[src/logic/loader_pkg.sv]
//****************************************************************************
// loader sizes, control and bus state enums, pending byte-write struct
//****************************************************************************
`default_nettype none

package loader_pkg;

   // byte address width on the bus
   localparam int ADDR_W = 16;

   // bytes in one load, small for simulation
   localparam int LOAD_BYTES = 64;

   localparam int FIFO_DEPTH = 4;

   // counter widths derived from the sizes above
   localparam int FIFO_PTR_W = $clog2(FIFO_DEPTH);
   localparam int FIFO_CNT_W = $clog2(FIFO_DEPTH + 1);
   localparam int BYTE_CNT_W = $clog2(LOAD_BYTES + 1);

   // one pending write, 24 bits
   typedef struct packed {
      logic [ADDR_W-1:0] addr;
      logic [7:0]        data;
   } byte_wr_t;

   // start/done control
   typedef enum logic [1:0] {
      ST_WAIT_DETACH = 2'd0,
      ST_RUN         = 2'd1,
      ST_DONE        = 2'd2
   } start_state_e;

   // wishbone write master
   typedef enum logic {
      BUS_IDLE  = 1'b0,
      BUS_WRITE = 1'b1
   } bus_state_e;

endpackage

`default_nettype wire

[src/logic/byte_fifo.sv]
//****************************************************************************
// circular FIFO of pending byte writes with sticky overflow flag
//****************************************************************************
`timescale 1ns/1ps
`default_nettype none

module byte_fifo (
   input  wire                  clk_i,
   input  wire                  rst_i,
   input  wire                  push_i,
   input  loader_pkg::byte_wr_t push_item_i,
   input  wire                  pop_i,
   output loader_pkg::byte_wr_t head_o,
   output logic                 empty_o,
   output logic                 overflow_o
);
   import loader_pkg::*;

   byte_wr_t            mem_q [FIFO_DEPTH];
   logic [FIFO_PTR_W-1:0] wr_ptr_q;
   logic [FIFO_PTR_W-1:0] rd_ptr_q;
   logic [FIFO_CNT_W-1:0] count_q;
   logic                  full;
   logic                  do_push;
   logic                  do_pop;
   logic                  overflow_q;

   assign full    = (count_q == FIFO_CNT_W'(FIFO_DEPTH));
   assign empty_o = (count_q == '0);
   assign do_push = push_i && !full;   // dropped when full
   assign do_pop  = pop_i && !empty_o;

   always_ff @(posedge clk_i)
   begin
      if (do_push)
         mem_q[wr_ptr_q] <= push_item_i;
   end

   always_ff @(posedge clk_i or posedge rst_i)
   begin
      if (rst_i)
      begin
         wr_ptr_q   <= '0;
         rd_ptr_q   <= '0;
         count_q    <= '0;
         overflow_q <= 1'b0;
      end
      else
      begin
         if (do_push)
            wr_ptr_q <= (wr_ptr_q == FIFO_PTR_W'(FIFO_DEPTH - 1)) ? '0 : wr_ptr_q + 1'b1;
         if (do_pop)
            rd_ptr_q <= (rd_ptr_q == FIFO_PTR_W'(FIFO_DEPTH - 1)) ? '0 : rd_ptr_q + 1'b1;
         if (do_push && !do_pop)
            count_q <= count_q + 1'b1;
         else if (do_pop && !do_push)
            count_q <= count_q - 1'b1;
         if (push_i && full)
            overflow_q <= 1'b1;   // sticky
      end
   end

   assign head_o     = mem_q[rd_ptr_q];
   assign overflow_o = overflow_q;

endmodule

`default_nettype wire

[src/logic/cfg_deserializer.sv]
//****************************************************************************
// config clock synchronizer, serial shift register, byte addressing, start FSM
//****************************************************************************
`timescale 1ns/1ps
`default_nettype none

module cfg_deserializer (
   input  wire                 clk_i,
   input  wire                 rst_i,
   input  wire                 cfg_clk_i,
   input  wire                 cfg_data_i,
   input  wire                 detached_i,
   input  wire                 all_written_i,
   output logic                push_o,
   output loader_pkg::byte_wr_t push_item_o,
   output logic                start_o
);
   import loader_pkg::*;

   logic [1:0]        cfg_clk_sync_q;
   logic [1:0]        cfg_dat_sync_q;
   logic [1:0]        det_sync_q;
   logic              cfg_clk_prev_q;
   logic              cfg_rise;
   logic              take_bit;
   logic [7:0]        shift_q;
   logic [2:0]        bit_cnt_q;
   logic [ADDR_W-1:0] addr_q;
   logic              addr_full;
   logic              push_q;
   byte_wr_t          item_q;
   start_state_e      state_q;
   start_state_e      state_d;

   // two-flop synchronizers, data rides alongside the clock
   always_ff @(posedge clk_i or posedge rst_i)
   begin
      if (rst_i)
      begin
         cfg_clk_sync_q <= 2'b00;
         cfg_dat_sync_q <= 2'b00;
         det_sync_q     <= 2'b00;
         cfg_clk_prev_q <= 1'b0;
      end
      else
      begin
         cfg_clk_sync_q <= {cfg_clk_sync_q[0], cfg_clk_i};
         cfg_dat_sync_q <= {cfg_dat_sync_q[0], cfg_data_i};
         det_sync_q     <= {det_sync_q[0], detached_i};
         cfg_clk_prev_q <= cfg_clk_sync_q[1];
      end
   end

   assign cfg_rise  = cfg_clk_sync_q[1] & ~cfg_clk_prev_q;
   assign addr_full = (addr_q == ADDR_W'(LOAD_BYTES));
   assign take_bit  = cfg_rise && (state_q == ST_RUN) && !addr_full;

   // msb first
   always_ff @(posedge clk_i)
   begin
      if (take_bit)
         shift_q <= {shift_q[6:0], cfg_dat_sync_q[1]};
   end

   always_ff @(posedge clk_i or posedge rst_i)
   begin
      if (rst_i)
      begin
         bit_cnt_q <= 3'd0;
         push_q    <= 1'b0;
         addr_q    <= '0;
      end
      else
      begin
         push_q <= take_bit && (bit_cnt_q == 3'd7);  // byte complete
         if (take_bit)
            bit_cnt_q <= bit_cnt_q + 3'd1;
         if (push_q)
            addr_q <= addr_q + ADDR_W'(1);
      end
   end

   // item captured with the last bit, pushed on the following cycle
   always_ff @(posedge clk_i)
   begin
      if (take_bit && (bit_cnt_q == 3'd7))
      begin
         item_q.addr <= addr_q;
         item_q.data <= {shift_q[6:0], cfg_dat_sync_q[1]};
      end
   end

   always_comb
   begin
      state_d = state_q;
      case (state_q)
         ST_WAIT_DETACH:
            if (det_sync_q[1])
               state_d = ST_RUN;
         ST_RUN:
            if (all_written_i)
               state_d = ST_DONE;
         ST_DONE:
            state_d = ST_DONE;  // held until reset
         default:
            state_d = ST_WAIT_DETACH;
      endcase
   end

   always_ff @(posedge clk_i or posedge rst_i)
   begin
      if (rst_i)
         state_q <= ST_WAIT_DETACH;
      else
         state_q <= state_d;
   end

   assign start_o     = (state_q == ST_RUN);
   assign push_o      = push_q;
   assign push_item_o = item_q;

endmodule

`default_nettype wire

[src/logic/ram_loader_top.sv]
//****************************************************************************
// boot RAM loader top: deserializer, byte FIFO and wishbone writer
//****************************************************************************
`timescale 1ns/1ps
`default_nettype none

module ram_loader_top (
   input  wire                           clk_i,
   input  wire                           rst_i,
   input  wire                           cfg_clk_i,   // async to clk_i
   input  wire                           cfg_data_i,
   input  wire                           detached_i,
   output logic                          start_o,
   output logic                          mode_o,
   output logic                          done_o,
   output logic                          loader_done_o,
   output logic                          overflow_o,
   output logic [loader_pkg::ADDR_W-1:0] wb_adr_o,
   output logic [31:0]                   wb_dat_o,
   output logic [3:0]                    wb_sel_o,
   output logic                          wb_we_o,
   output logic                          wb_stb_o,
   output logic                          wb_cyc_o,
   input  wire                           wb_ack_i
);
   import loader_pkg::*;

   logic     push;
   byte_wr_t push_item;
   logic     pop;
   logic     empty;
   byte_wr_t head;
   logic     all_written;

   cfg_deserializer u_deser (
      .clk_i         (clk_i),
      .rst_i         (rst_i),
      .cfg_clk_i     (cfg_clk_i),
      .cfg_data_i    (cfg_data_i),
      .detached_i    (detached_i),
      .all_written_i (all_written),
      .push_o        (push),
      .push_item_o   (push_item),
      .start_o       (start_o)
   );

   byte_fifo u_fifo (
      .clk_i       (clk_i),
      .rst_i       (rst_i),
      .push_i      (push),
      .push_item_i (push_item),
      .pop_i       (pop),
      .head_o      (head),
      .empty_o     (empty),
      .overflow_o  (overflow_o)
   );

   wb_byte_writer u_writer (
      .clk_i         (clk_i),
      .rst_i         (rst_i),
      .empty_i       (empty),
      .head_i        (head),
      .wb_ack_i      (wb_ack_i),
      .pop_o         (pop),
      .wb_adr_o      (wb_adr_o),
      .wb_dat_o      (wb_dat_o),
      .wb_sel_o      (wb_sel_o),
      .wb_we_o       (wb_we_o),
      .wb_stb_o      (wb_stb_o),
      .wb_cyc_o      (wb_cyc_o),
      .all_written_o (all_written),
      .loader_done_o (loader_done_o)
   );

   assign mode_o = loader_done_o;
   // done reads high while the loader is not running
   assign done_o = start_o ? loader_done_o : 1'b1;

endmodule

`default_nettype wire

[src/logic/wb_byte_writer.sv]
//****************************************************************************
// write-only wishbone master, one single cycle per queued byte
//****************************************************************************
`timescale 1ns/1ps
`default_nettype none

module wb_byte_writer (
   input  wire                           clk_i,
   input  wire                           rst_i,
   input  wire                           empty_i,
   input  loader_pkg::byte_wr_t          head_i,
   input  wire                           wb_ack_i,
   output logic                          pop_o,
   output logic [loader_pkg::ADDR_W-1:0] wb_adr_o,
   output logic [31:0]                   wb_dat_o,
   output logic [3:0]                    wb_sel_o,
   output logic                          wb_we_o,
   output logic                          wb_stb_o,
   output logic                          wb_cyc_o,
   output logic                          all_written_o,
   output logic                          loader_done_o
);
   import loader_pkg::*;

   bus_state_e            state_q;
   logic [ADDR_W-1:0]     adr_q;
   logic [7:0]            dat_q;
   logic [3:0]            sel_q;
   logic [BYTE_CNT_W-1:0] wr_cnt_q;
   logic                  done_q;

   assign pop_o = (state_q == BUS_IDLE) && !empty_i;

   always_ff @(posedge clk_i)
   begin
      if (pop_o)
      begin
         adr_q <= head_i.addr;
         dat_q <= head_i.data;
      end
   end

   always_ff @(posedge clk_i or posedge rst_i)
   begin
      if (rst_i)
      begin
         state_q  <= BUS_IDLE;
         sel_q    <= 4'b0000;
         wr_cnt_q <= '0;
         done_q   <= 1'b0;
      end
      else
      begin
         case (state_q)
            BUS_IDLE:
               if (pop_o)
               begin
                  state_q <= BUS_WRITE;
                  case (head_i.addr[1:0])   // big endian lanes
                     2'b00:   sel_q <= 4'b1000;
                     2'b01:   sel_q <= 4'b0100;
                     2'b10:   sel_q <= 4'b0010;
                     default: sel_q <= 4'b0001;
                  endcase
               end
            BUS_WRITE:
               if (wb_ack_i)
               begin
                  state_q  <= BUS_IDLE;
                  wr_cnt_q <= wr_cnt_q + 1'b1;
                  if (wr_cnt_q == BYTE_CNT_W'(LOAD_BYTES - 1))
                     done_q <= 1'b1;   // last byte acked
               end
            default:
               state_q <= BUS_IDLE;
         endcase
      end
   end

   // stb, cyc and we share one level
   assign wb_stb_o = (state_q == BUS_WRITE);
   assign wb_cyc_o = (state_q == BUS_WRITE);
   assign wb_we_o  = (state_q == BUS_WRITE);
   assign wb_adr_o = adr_q;
   assign wb_dat_o = {4{dat_q}};   // byte on every lane
   assign wb_sel_o = sel_q;

   assign all_written_o = (wr_cnt_q == BYTE_CNT_W'(LOAD_BYTES));
   assign loader_done_o = done_q;

endmodule

`default_nettype wire

[config.mk]
export PLATFORM = sky130hd
export DESIGN_NAME = ram_loader_top
export DESIGN_NICKNAME = d
export VERILOG_FILES = /design/src/logic/loader_pkg.sv /design/src/logic/byte_fifo.sv /design/src/logic/cfg_deserializer.sv /design/src/logic/ram_loader_top.sv /design/src/logic/wb_byte_writer.sv
export SDC_FILE = /design/constraint.sdc
export NUM_CORES = 1
export LEC_CHECK = 0
export BUFFER_PORTS_ARGS = -buffer_cell sky130_fd_sc_hd__buf_2
export CAP_MARGIN = 20
export CELL_PAD_IN_SITES_DETAIL_PLACEMENT = 0
export CELL_PAD_IN_SITES_GLOBAL_PLACEMENT = 1
export CORE_ASPECT_RATIO = 0.6
export CORE_MARGIN = 4
export CORE_UTILIZATION = 55
export DETAILED_ROUTE_END_ITERATION = 16
export PLACE_DENSITY = 0.9
export REMOVE_ABC_BUFFERS = 1
export SETUP_SLACK_MARGIN = 0.02
export SLEW_MARGIN = 10
export SYNTH_ARGS = -nofsm -noshare
export SYNTH_HDL_FRONTEND = slang
export SYNTH_SLANG_ARGS = --single-unit
[constraint.sdc]
create_clock -name clk_i -period 4.7 [get_ports clk_i]
set_input_delay 1.41 -clock clk_i [delete_from_list [all_inputs] [get_ports clk_i]]
set_output_delay 1.41 -clock clk_i [all_outputs]
set_load 0.05 [all_outputs]
; Yosys cells after proc, flatten, opt, wreduce, memory -nomap -nowiden
; Memory sizes are Yosys's and may differ from the RTL's.
; Index checks and enable logic that the tools add are counted.
[totals]
ff_bits = 105
ramBits = 96
wordCells = 81
memories = 1
[mem_list]
columns = name, words, word_bits, read_ports, rd_ports_with_merged_regs, write_ports, line
row1 = u_fifo.mem_q, 4, 24, 1, 0, 1, byte_fifo.sv:19  ; byte_wr_t mem_q [FIFO_DEPTH];
[classes]
n_addsub = 7
n_eq_ne = 13
n_mux = 14
bitwise_logic = 3
reduce_logical = 22
[op_table]
columns = operator, n
row1 = $add A16 B1 Y16 const B, 1
row2 = $eq A16 B7 Y1 const B, 1
row3 = $pmux W4 S3, 1
row4 = $logic_and A1 B1 Y1, 9
row5 = $eq A2 B2 Y1 const B, 4
row6 = $mux W2, 4
row7 = $add A7 B1 Y7 const B, 1
row8 = $eq A7 B6 Y1 const B, 1
row9 = $eq A7 B7 Y1 const B, 1
row10 = $add A3 B1 Y3 const B, 2
row11 = $eq A3 B3 Y1 const B, 2
row12 = $mux W3, 2
row13 = $pmux W2 S3, 1
row14 = $reduce_and A2 Y1, 3
row15 = $logic_not A1 Y1, 5
row16 = $mux W1, 5
row17 = $add A2 B1 Y2 const B, 2
row18 = $eq A2 B1 Y1 const B, 2
row19 = $logic_not A2 Y1, 2
row20 = $ne A2 B1 Y1 const B, 2
row21 = $logic_not A3 Y1, 1
row22 = $reduce_and A3 Y1, 1
row23 = $sub A3 B1 Y3 const B, 1
row24 = $not A1 Y1, 2
row25 = other kinds (3), 3

; Logic depth before layout (Yosys ltp)
; Gate-level depths: netlist of run 1.
[logic_depth]
word_depth = 7
mapped_depth = 9

; Hierarchy
; Synthesis of run 1 repeated with hierarchy kept, for this count alone.
[unflattened]
hier_cells = 399
hier_area_um2 = 7701.1
[modules_own_cells]
columns = module, n_inst, cells_each, area_per_inst_um2
row1 = byte_fifo, 1, 165, 3998.8
row2 = cfg_deserializer, 1, 127, 2155.8
row3 = wb_byte_writer, 1, 105, 1532.7
row4 = ram_loader_top, 1, 2, 13.8

; Worst setup path before layout of run 1
; Ideal clock, no wire load.
[synth_timing]
path_kind = reg-to-output
from = register u_deser.state_q[1]
to = output done_o
arrival_time_ps = 1402
slack_ps = 1888
stages_incl_launch_ff = 4
path_cell_list = dfrtp_1 inv_1 ha_1 nand2b_1
[synth_via]
elab_chain_cells = 2
[synth_rtl]
columns = item, line
row1 = "start, declared", cfg_deserializer.sv:32  ; start_state_e state_q;
row2 = "start signal, assigned", cfg_deserializer.sv:115  ; state_q <= state_d;
row3 = $eq A2 B1 Y1, cfg_deserializer.sv:118  ; assign start_o = (state_q == ST_RUN);
row4 = via start_o, ram_loader_top.sv:13  ; output logic start_o,
row5 = $mux W1, ram_loader_top.sv:77  ; assign done_o = start_o ? loader_done_o : 1'b1;
row6 = "end, declared", ram_loader_top.sv:15  ; output logic done_o,
; The timed path passes the listed nets, and every way through them passes these cells.

; Worst setup path in the final report of run 1
[layout_timing]
from = register u_deser.state_q[1]
to = output start_o
[layout_via]
elab_chain_cells = 1
[layout_rtl]
columns = item, line
row1 = $eq A2 B1 Y1, cfg_deserializer.sv:118
row2 = "end, declared", ram_loader_top.sv:13
; No other way between the ends.

==> results of run 1 <==
stage by stage:
stage	util, %	worst slack, ns
floorplan	-	1.780
global placement	60.23	2.315
detailed placement	60.23	2.220
CTS	64.54	1.776
global route	64.90	1.673
finish	64.90	1.808
cells by family (layout without fill, tap and decap cells):
kind of cell | after synthesis | in the layout | synth area share, %
AO/OA/AOI/OAI | 9 | 9 | 0.8239
XOR/XNOR | 25 | 25 | 2.883
buffers and inverters | 50 | 121 | 4.036
AND/OR/NAND/NOR | 70 | 70 | 5.206
flip-flops | 201 | 201 | 76.18
adder cells (fa/ha/maj) | 16 | 16 | 2.735
multiplexers | 31 | 31 | 8.138
worst max-delay path, cell delays in order, from the launching register on:
cell and delay, ns:
dfrtp_1 0.37, inv_1 0.10, ha_1 0.25, buf_2 0.30
area by class of cell:
class | count | area [sq um]
flip-flops and latches | 201 | 5786
multi-input cells | 151 | 1505
clock buffers | 29 | 543.0
fillers | 868 | 4623
clock inverters | 4 | 25.02
repair buffers | 74 | 425.4
inverters | 14 | 52.55
well taps | 170 | 212.7
where the power goes:
group          switching [mW]  internal (mW)  leakage, nW  total, mW
Combinational            1.08          0.418        0.972       1.50
Sequential              0.128           2.12         1.81       2.25
Clock                   0.599          0.798        0.274       1.40
routing by layer:
metal | track usage [%] | up-vias | share of wire [%]
li1 | - | 1590 | -
met1 | 23.69 | 1827 | 45
met2 | 25.11 | 102 | 47
met3 | 3.594 | 22 | 5.4
met4 | 4.067 | 0 | 2.1
met5 | 0 | - | 0
path summary, 6_finish.rpt:
kind / start / endpoint / depth (start not counted)
max reg2reg: u_deser.push_o / u_fifo.mem_q[3][4] / 3
min: u_deser.cfg_dat_sync_q[0] / u_deser.cfg_dat_sync_q[1] / 0
max: u_deser.state_q[1] / start_o / 3
min in group asynchronous: rst_i / u_deser.addr_q[8] / 2
min reg2reg: u_deser.cfg_dat_sync_q[0] / u_deser.cfg_dat_sync_q[1] / 0
max in group asynchronous: rst_i / u_writer.wb_sel_o[3] / 3
cells in the mapped netlist, drive strengths merged:
cell type	number
o31ai	1
nor4b	3
inv	14
mux4	24
a21o	1
o21bai	1
nand2	26
a31o	1
mux2	6
a22o	1
and3	2
nand3b	3
ha	15
xor2	14
fa	1
o21ai	3
or2	1
and2	4
nor4	2
nand3	3
nand4b	1
nand4	6
mux2i	1
dfrtp	50
nor2	11
xnor2	11
clkbuf	1
or3	1
edfxtp	151
nand2b	1
a21boi	1
buf	35
nor3	6
sequential cells by signal (all words and copies together), names as in the netlist, 4 cells and up:
signal,flops
u_deser.addr_q,16
u_writer.wb_adr_o,16
u_deser.shift_q,7
u_writer.wb_sel_o,4
u_deser.push_item_o,24
u_writer.wr_cnt_q,7
u_fifo.mem_q,96
u_writer.dat_q,8
placed cells by master, fill, tap and decap left out, types with 6 or more instances in the layout:
cell / instances
edfxtp_1: 151
buf_2: 65
dfrtp_1: 50
nand2_1: 26
mux4_2: 24
clkbuf_16: 19
ha_1: 15
xor2_1: 14
inv_1: 13
xnor2_1: 11
nor2_1: 10
clkbuf_1: 7
buf_4: 7
nor3_1: 6
mux2_2: 6
==> run summary, run 1 <==
====================================================================================================
Final critical path time including I/O delays and setup ...............................     2.892 ns
Yosys warns ...........................................................................            0
Count of state elements after synthesis ...............................................          201
Post-synth top area share .............................................................       59.70%
Maxcap violations .....................................................................            0
Placeable core region .................................................................  13170 sq um
Post-route cell area ..................................................................   8549 sq um
Non-Filler Instances ..................................................................          643
Area added between synthesis and finish ...............................................       12.57%
Worst setup slack for register-to-register paths ......................................      2.24 ns
Power Density ......................................................................... 602.4 nW/um^2
Period Utilization, post-route ........................................................       61.53%
DRT Wirelength ........................................................................     12.31 mm
Fmax achieved .........................................................................    345.8 MHz
Clock sink total ......................................................................          201
WS Path Type ..........................................................................   reg -> out
Number of buffers inserted by port buffering ..........................................           65
Maximum number of pins on one net before global-route repair ..........................           51
Avg Inst Size Synth ...................................................................  18.89 sq um
Outcome ...............................................................................    completed
Iter 0 DRT Violations .................................................................          244
RSZ-0062 raised after global routing ..................................................           no
Skew-Pair Late Insertion Delay ........................................................      0.48 ns
Power, Total ..........................................................................     5.150 mW
Critical Path Sink Type ............................................................... primary output
First-pass GRT wire length ............................................................     20.11 mm
Post-synthesis instance total .........................................................          402
Post-CTS Hold Buffers .................................................................            0
Std-Cell Rows .........................................................................           32
Die area ..............................................................................  15810 sq um
Worst min-delay path category .........................................................   reg -> reg
Cell types with the largest area share after synthesis ................................ edfxtp_1 60%, dfrtp_1 16%, mux4_2 7.1%
Maximum buffer depth of the clock tree ................................................            3
Routed vias ...........................................................................         3541
Area of the mapped netlist ............................................................   7595 sq um
Via/cell ratio ........................................................................        5.507
Total count of hold-check failures in the final report ................................            0
Fraction of layout cells with a size suffix above 1 ...................................       29.18%
Antenna diode count ...................................................................            0
Number of iterations in the first detailed-routing pass ...............................            5
CTS tree ..............................................................................          yes
Global route overflow .................................................................            0
Fraction of the yosys area taken by sequential cells ..................................       76.18%
Max FO, Critical Path .................................................................            4
Antenna-violating nets left ...........................................................            0
Count of different cell masters after synthesis .......................................           40
Leakage power of the design ...........................................................     3.057 nW
Ports placed on the boundary ..........................................................           66
Clock-pin slew reported for the worst setup and hold paths after clock tree synthesis .      0.06 ns
H-tree Lvls ...........................................................................            1
Post-CTS setup buffers ................................................................            0
# DRC .................................................................................            0
Die height ............................................................................ 99.03 microns
Kind of start point of the critical path ..............................................    flip-flop
Critical path data required time ......................................................      3.29 ns
Vias in the first global route ........................................................         3643
Number of nets in the final layout ....................................................          483
Clock Tree Root .......................................................................    clkbuf_16
Worst slew margin relative to its limit ...............................................       30.63%
GR Util All Layers ....................................................................       16.14%
Cell type with the largest total area after synthesis .................................     edfxtp_1
Cell total after placement ............................................................          608
Transition time of the tightest slew-check pin ........................................     1.041 ns
Clock buffers created by TritonCTS ....................................................           19
Fin Hold WS ...........................................................................    0.3489 ns
Pins Over Slew Limit ..................................................................            0
Number of setup violations in the final report ........................................            0
Worst voltage drop across the vdd grid ................................................    0.3180 mV
Overall die width ..................................................................... 159.7 microns
Initial antenna violation count .......................................................            0
Post-CTS Resized ......................................................................            0
Sum of negative setup slack ...........................................................         0 ns
Final Wtd Congestion ..................................................................       0.7790
Placed instance area ..................................................................   7934 sq um
Clock tree skew after final layout ....................................................   0.01723 ns
Wire length per cell .................................................................. 19.14 microns
Detailed Place HPWL ...................................................................     7.582 mm
Initial Utilization ...................................................................       57.66%
Critical path arrival .................................................................      1.48 ns
====================================================================================================
Note: power is estimated with default switching activity, not from simulation.
==> inputs of run 2 (changes only) <==
--- a/config.mk
+++ b/config.mk
@@ -11,9 +11,9 @@
 export CELL_PAD_IN_SITES_GLOBAL_PLACEMENT = 1
 export CORE_ASPECT_RATIO = 0.6
 export CORE_MARGIN = 4
-export CORE_UTILIZATION = 55
+export CORE_UTILIZATION = 46
 export DETAILED_ROUTE_END_ITERATION = 16
-export PLACE_DENSITY = 0.9
+export PLACE_DENSITY = 0.81
 export REMOVE_ABC_BUFFERS = 1
 export SETUP_SLACK_MARGIN = 0.02
 export SLEW_MARGIN = 10
==> constraint.sdc (replaced) <==
create_clock -name clk_i -period 2.3 [get_ports clk_i]
set_input_delay 0.69 -clock clk_i [delete_from_list [all_inputs] [get_ports clk_i]]
set_output_delay 0.69 -clock clk_i [all_outputs]
set_load 0.05 [all_outputs]
==> run summary, run 2 (same netlist as run 1, synthesis figures left out) <==
====================================================================================================
# fillers .............................................................................         1255
Leading cell type in the layout, fill and taps excluded ...............................     edfxtp_1
RSZ-0062 raised after global routing ..................................................           no
Placed instance area ..................................................................   8080 sq um
Flip-flop count of the largest register, all copies and words added ...................           96
Final Wtd Congestion ..................................................................       0.8357
Area added between synthesis and finish ...............................................       13.71%
Maxcap violations .....................................................................            0
Worst setup slack for register-to-register paths ......................................      0.28 ns
First-pass GRT wire length ............................................................     19.76 mm
Launch instance of the worst register-to-register path ................................ u_fifo.count_q[0]
Final critical path time including I/O delays and setup ...............................     2.194 ns
Power Density ......................................................................... 1218 nW/um^2
Max FO, Critical Path .................................................................            4
Total buffers and inverters traversed by the critical path ............................            2
Clock-pin slew reported for the worst setup and hold paths after clock tree synthesis .      0.07 ns
Global routing met1 resource utilization ..............................................       18.75%
Worst-path cell with the longest stage delay ..........................................      dfrtp_1
H-tree Lvls ...........................................................................            1
Number of iterations in the first detailed-routing pass ...............................            4
Worst r2r dst ......................................................................... u_fifo.count_q[2]
Clock sink total ......................................................................          201
Max stage delay on crit path ..........................................................      0.38 ns
Critical Path Sink Type ............................................................... primary output
Detailed Place HPWL ...................................................................     7.693 mm
Post-route cell area ..................................................................   8636 sq um
Skew-Pair Late Insertion Delay ........................................................      0.47 ns
Std-Cell Rows .........................................................................           36
Post-CTS setup buffers ................................................................            0
WS Path Type ..........................................................................   reg -> out
Transition time of the tightest slew-check pin ........................................    0.6235 ns
Worst-path cell chain ................................................................. inv_1, ha_1, nand2b_1, buf_2
CTS tree ..............................................................................          yes
Placeable core region .................................................................  16220 sq um
Initial Utilization ...................................................................       46.84%
Fmax achieved .........................................................................    455.7 MHz
Combined area of the multi-input logic cells ..........................................   1505 sq um
FF-to-FF path depth ...................................................................            8
Maximum buffer depth of the clock tree ................................................            3
GR Util All Layers ....................................................................       13.43%
# DRC .................................................................................            0
Post-CTS Hold Buffers .................................................................            0
Total count of hold-check failures in the final report ................................            0
Number of setup violations in the final report ........................................            0
Met3 capacity usage during global routing .............................................       3.159%
Maximum number of pins on one net before global-route repair ..........................           51
Worst slew margin relative to its limit ...............................................       58.44%
Fraction of layout cells with a size suffix above 1 ...................................       30.75%
Kind of start point of the critical path ..............................................    flip-flop
Worst voltage drop across the vdd grid ................................................    0.6568 mV
Leakage power of the design ...........................................................     3.075 nW
Global route overflow .................................................................            0
Post-layout util ......................................................................       53.26%
Critical path arrival .................................................................      1.50 ns
Antenna diode count ...................................................................            0
Sum of negative setup slack ...........................................................         0 ns
Worst min-delay path category .........................................................  in -> async
Die area ..............................................................................  18700 sq um
Most utilized layer in the global route result ........................................         met2
Largest register by flop count ........................................................ u_fifo.mem_q
Wire length per cell .................................................................. 17.93 microns
GR Util met2 ..........................................................................       21.99%
DRT Wirelength ........................................................................     12.32 mm
Power, Total ..........................................................................     10.52 mW
Clock buffers created by TritonCTS ....................................................           19
Number of nets in the final layout ....................................................          489
Ports placed on the boundary ..........................................................           66
Number of buffers inserted by port buffering ..........................................           65
Iter 0 DRT Violations .................................................................          195
Pins Over Slew Limit ..................................................................            0
Sequential cell area ..................................................................   5786 sq um
Antenna-violating nets left ...........................................................            0
Critical path data required time ......................................................      1.61 ns
Period Utilization, post-route ........................................................       95.41%
Clock tree skew after final layout ....................................................   0.01152 ns
Outcome ...............................................................................    completed
Overall die width ..................................................................... 173.9 microns
Vias in the first global route ........................................................         3635
Highest-count cells in the layout ignoring fill and taps .............................. 151 x edfxtp_1, 64 x buf_2, 50 x dfrtp_1, 26 x nand2_1, 24 x mux4_2
Kind of cell adding the most delay to the critical path ...............................   flip-flops
Via/cell ratio ........................................................................        5.138
Routed vias ...........................................................................         3530
Initial antenna violation count .......................................................            0
Clock Tree Root .......................................................................    clkbuf_16
Die height ............................................................................ 107.5 microns
====================================================================================================
run 2: changes by cell type in the layout (fill, tap and decap cells not counted), sizes merged:
cell / before / now
clkbuf: 29 / 22
clkinv: 2 / 7
inv: 15 / 14
clkinvlp: 1 / 4
buf: 74 / 79
run 2: per-stage QoR:
step,cells,hold WS (ns),setup slack [ns]
after floorplan,366,0.3312,-0.4112
after global placement,655,0.3355,0.4090
after detailed placement,655,0.3440,0.2816
after CTS,687,0.2525,0.05027
after global routing,687,0.2701,0.02208
final,687,0.2571,0.1056
run 2: power breakdown:
| part | internal (mW) | switching, mW | total, mW | leakage (nW) |
|---|---|---|---|---|
| Clock | 1.53 | 1.27 | 2.79 | 0.260 |
| Combinational | 0.895 | 2.21 | 3.10 | 1.00 |
| Sequential | 4.34 | 0.278 | 4.62 | 1.81 |
run 2: worst register-to-register path, delay by kind of cell (launching register included):
kind	cells	cell delay [ns]
adder cells (fa/ha/maj)	2	0.56
AND/OR/NAND/NOR	3	0.54
flip-flops	1	0.44
XOR/XNOR	2	0.35
buffers and inverters	1	0.06
run 2: final cells by class:
type / instances / share of cell area, %
clock buffer: 21 / 5.593
multi-input combinational: 151 / 17.43
timing repair buffer: 80 / 5.535
inverter: 14 / 0.6085
tap: 209 / 3.028
sequential: 201 / 67.00
clock inverter: 11 / 0.8114
run 2: how the worst max path moves through the flow:
stage	cells after the start	slack [ns]	to	startpoint
floorplan	4	-0.41	u_deser.push_item_o[0]	u_deser.state_q[1]
CTS	3	0.05	start_o	u_deser.state_q[1]
finish	4	0.11	done_o	u_deser.state_q[1]
global route	4	0.02	done_o	u_deser.state_q[1]
global placement	8	0.41	u_fifo.count_q[2]	u_fifo.count_q[0]
detailed placement	8	0.28	u_fifo.count_q[2]	u_fifo.count_q[0]
run 2: metal layers:
metal | routed length [microns] | up-vias | part of all wire [%]
met5 | 0 | - | 0
met1 | 5703 | 1829 | 46
met3 | 574 | 20 | 4.7
met4 | 191 | 0 | 1.6
met2 | 5849 | 78 | 47
li1 | - | 1603 | -
run 2: timing repair:
| item | in CTS | in global routing |
|---|---|---|
| endpoints found under the hold margin | 0 | 0 |
| gates resized for setup | 0 | 1 |
| endpoints found under the setup margin | 0 | 1 |
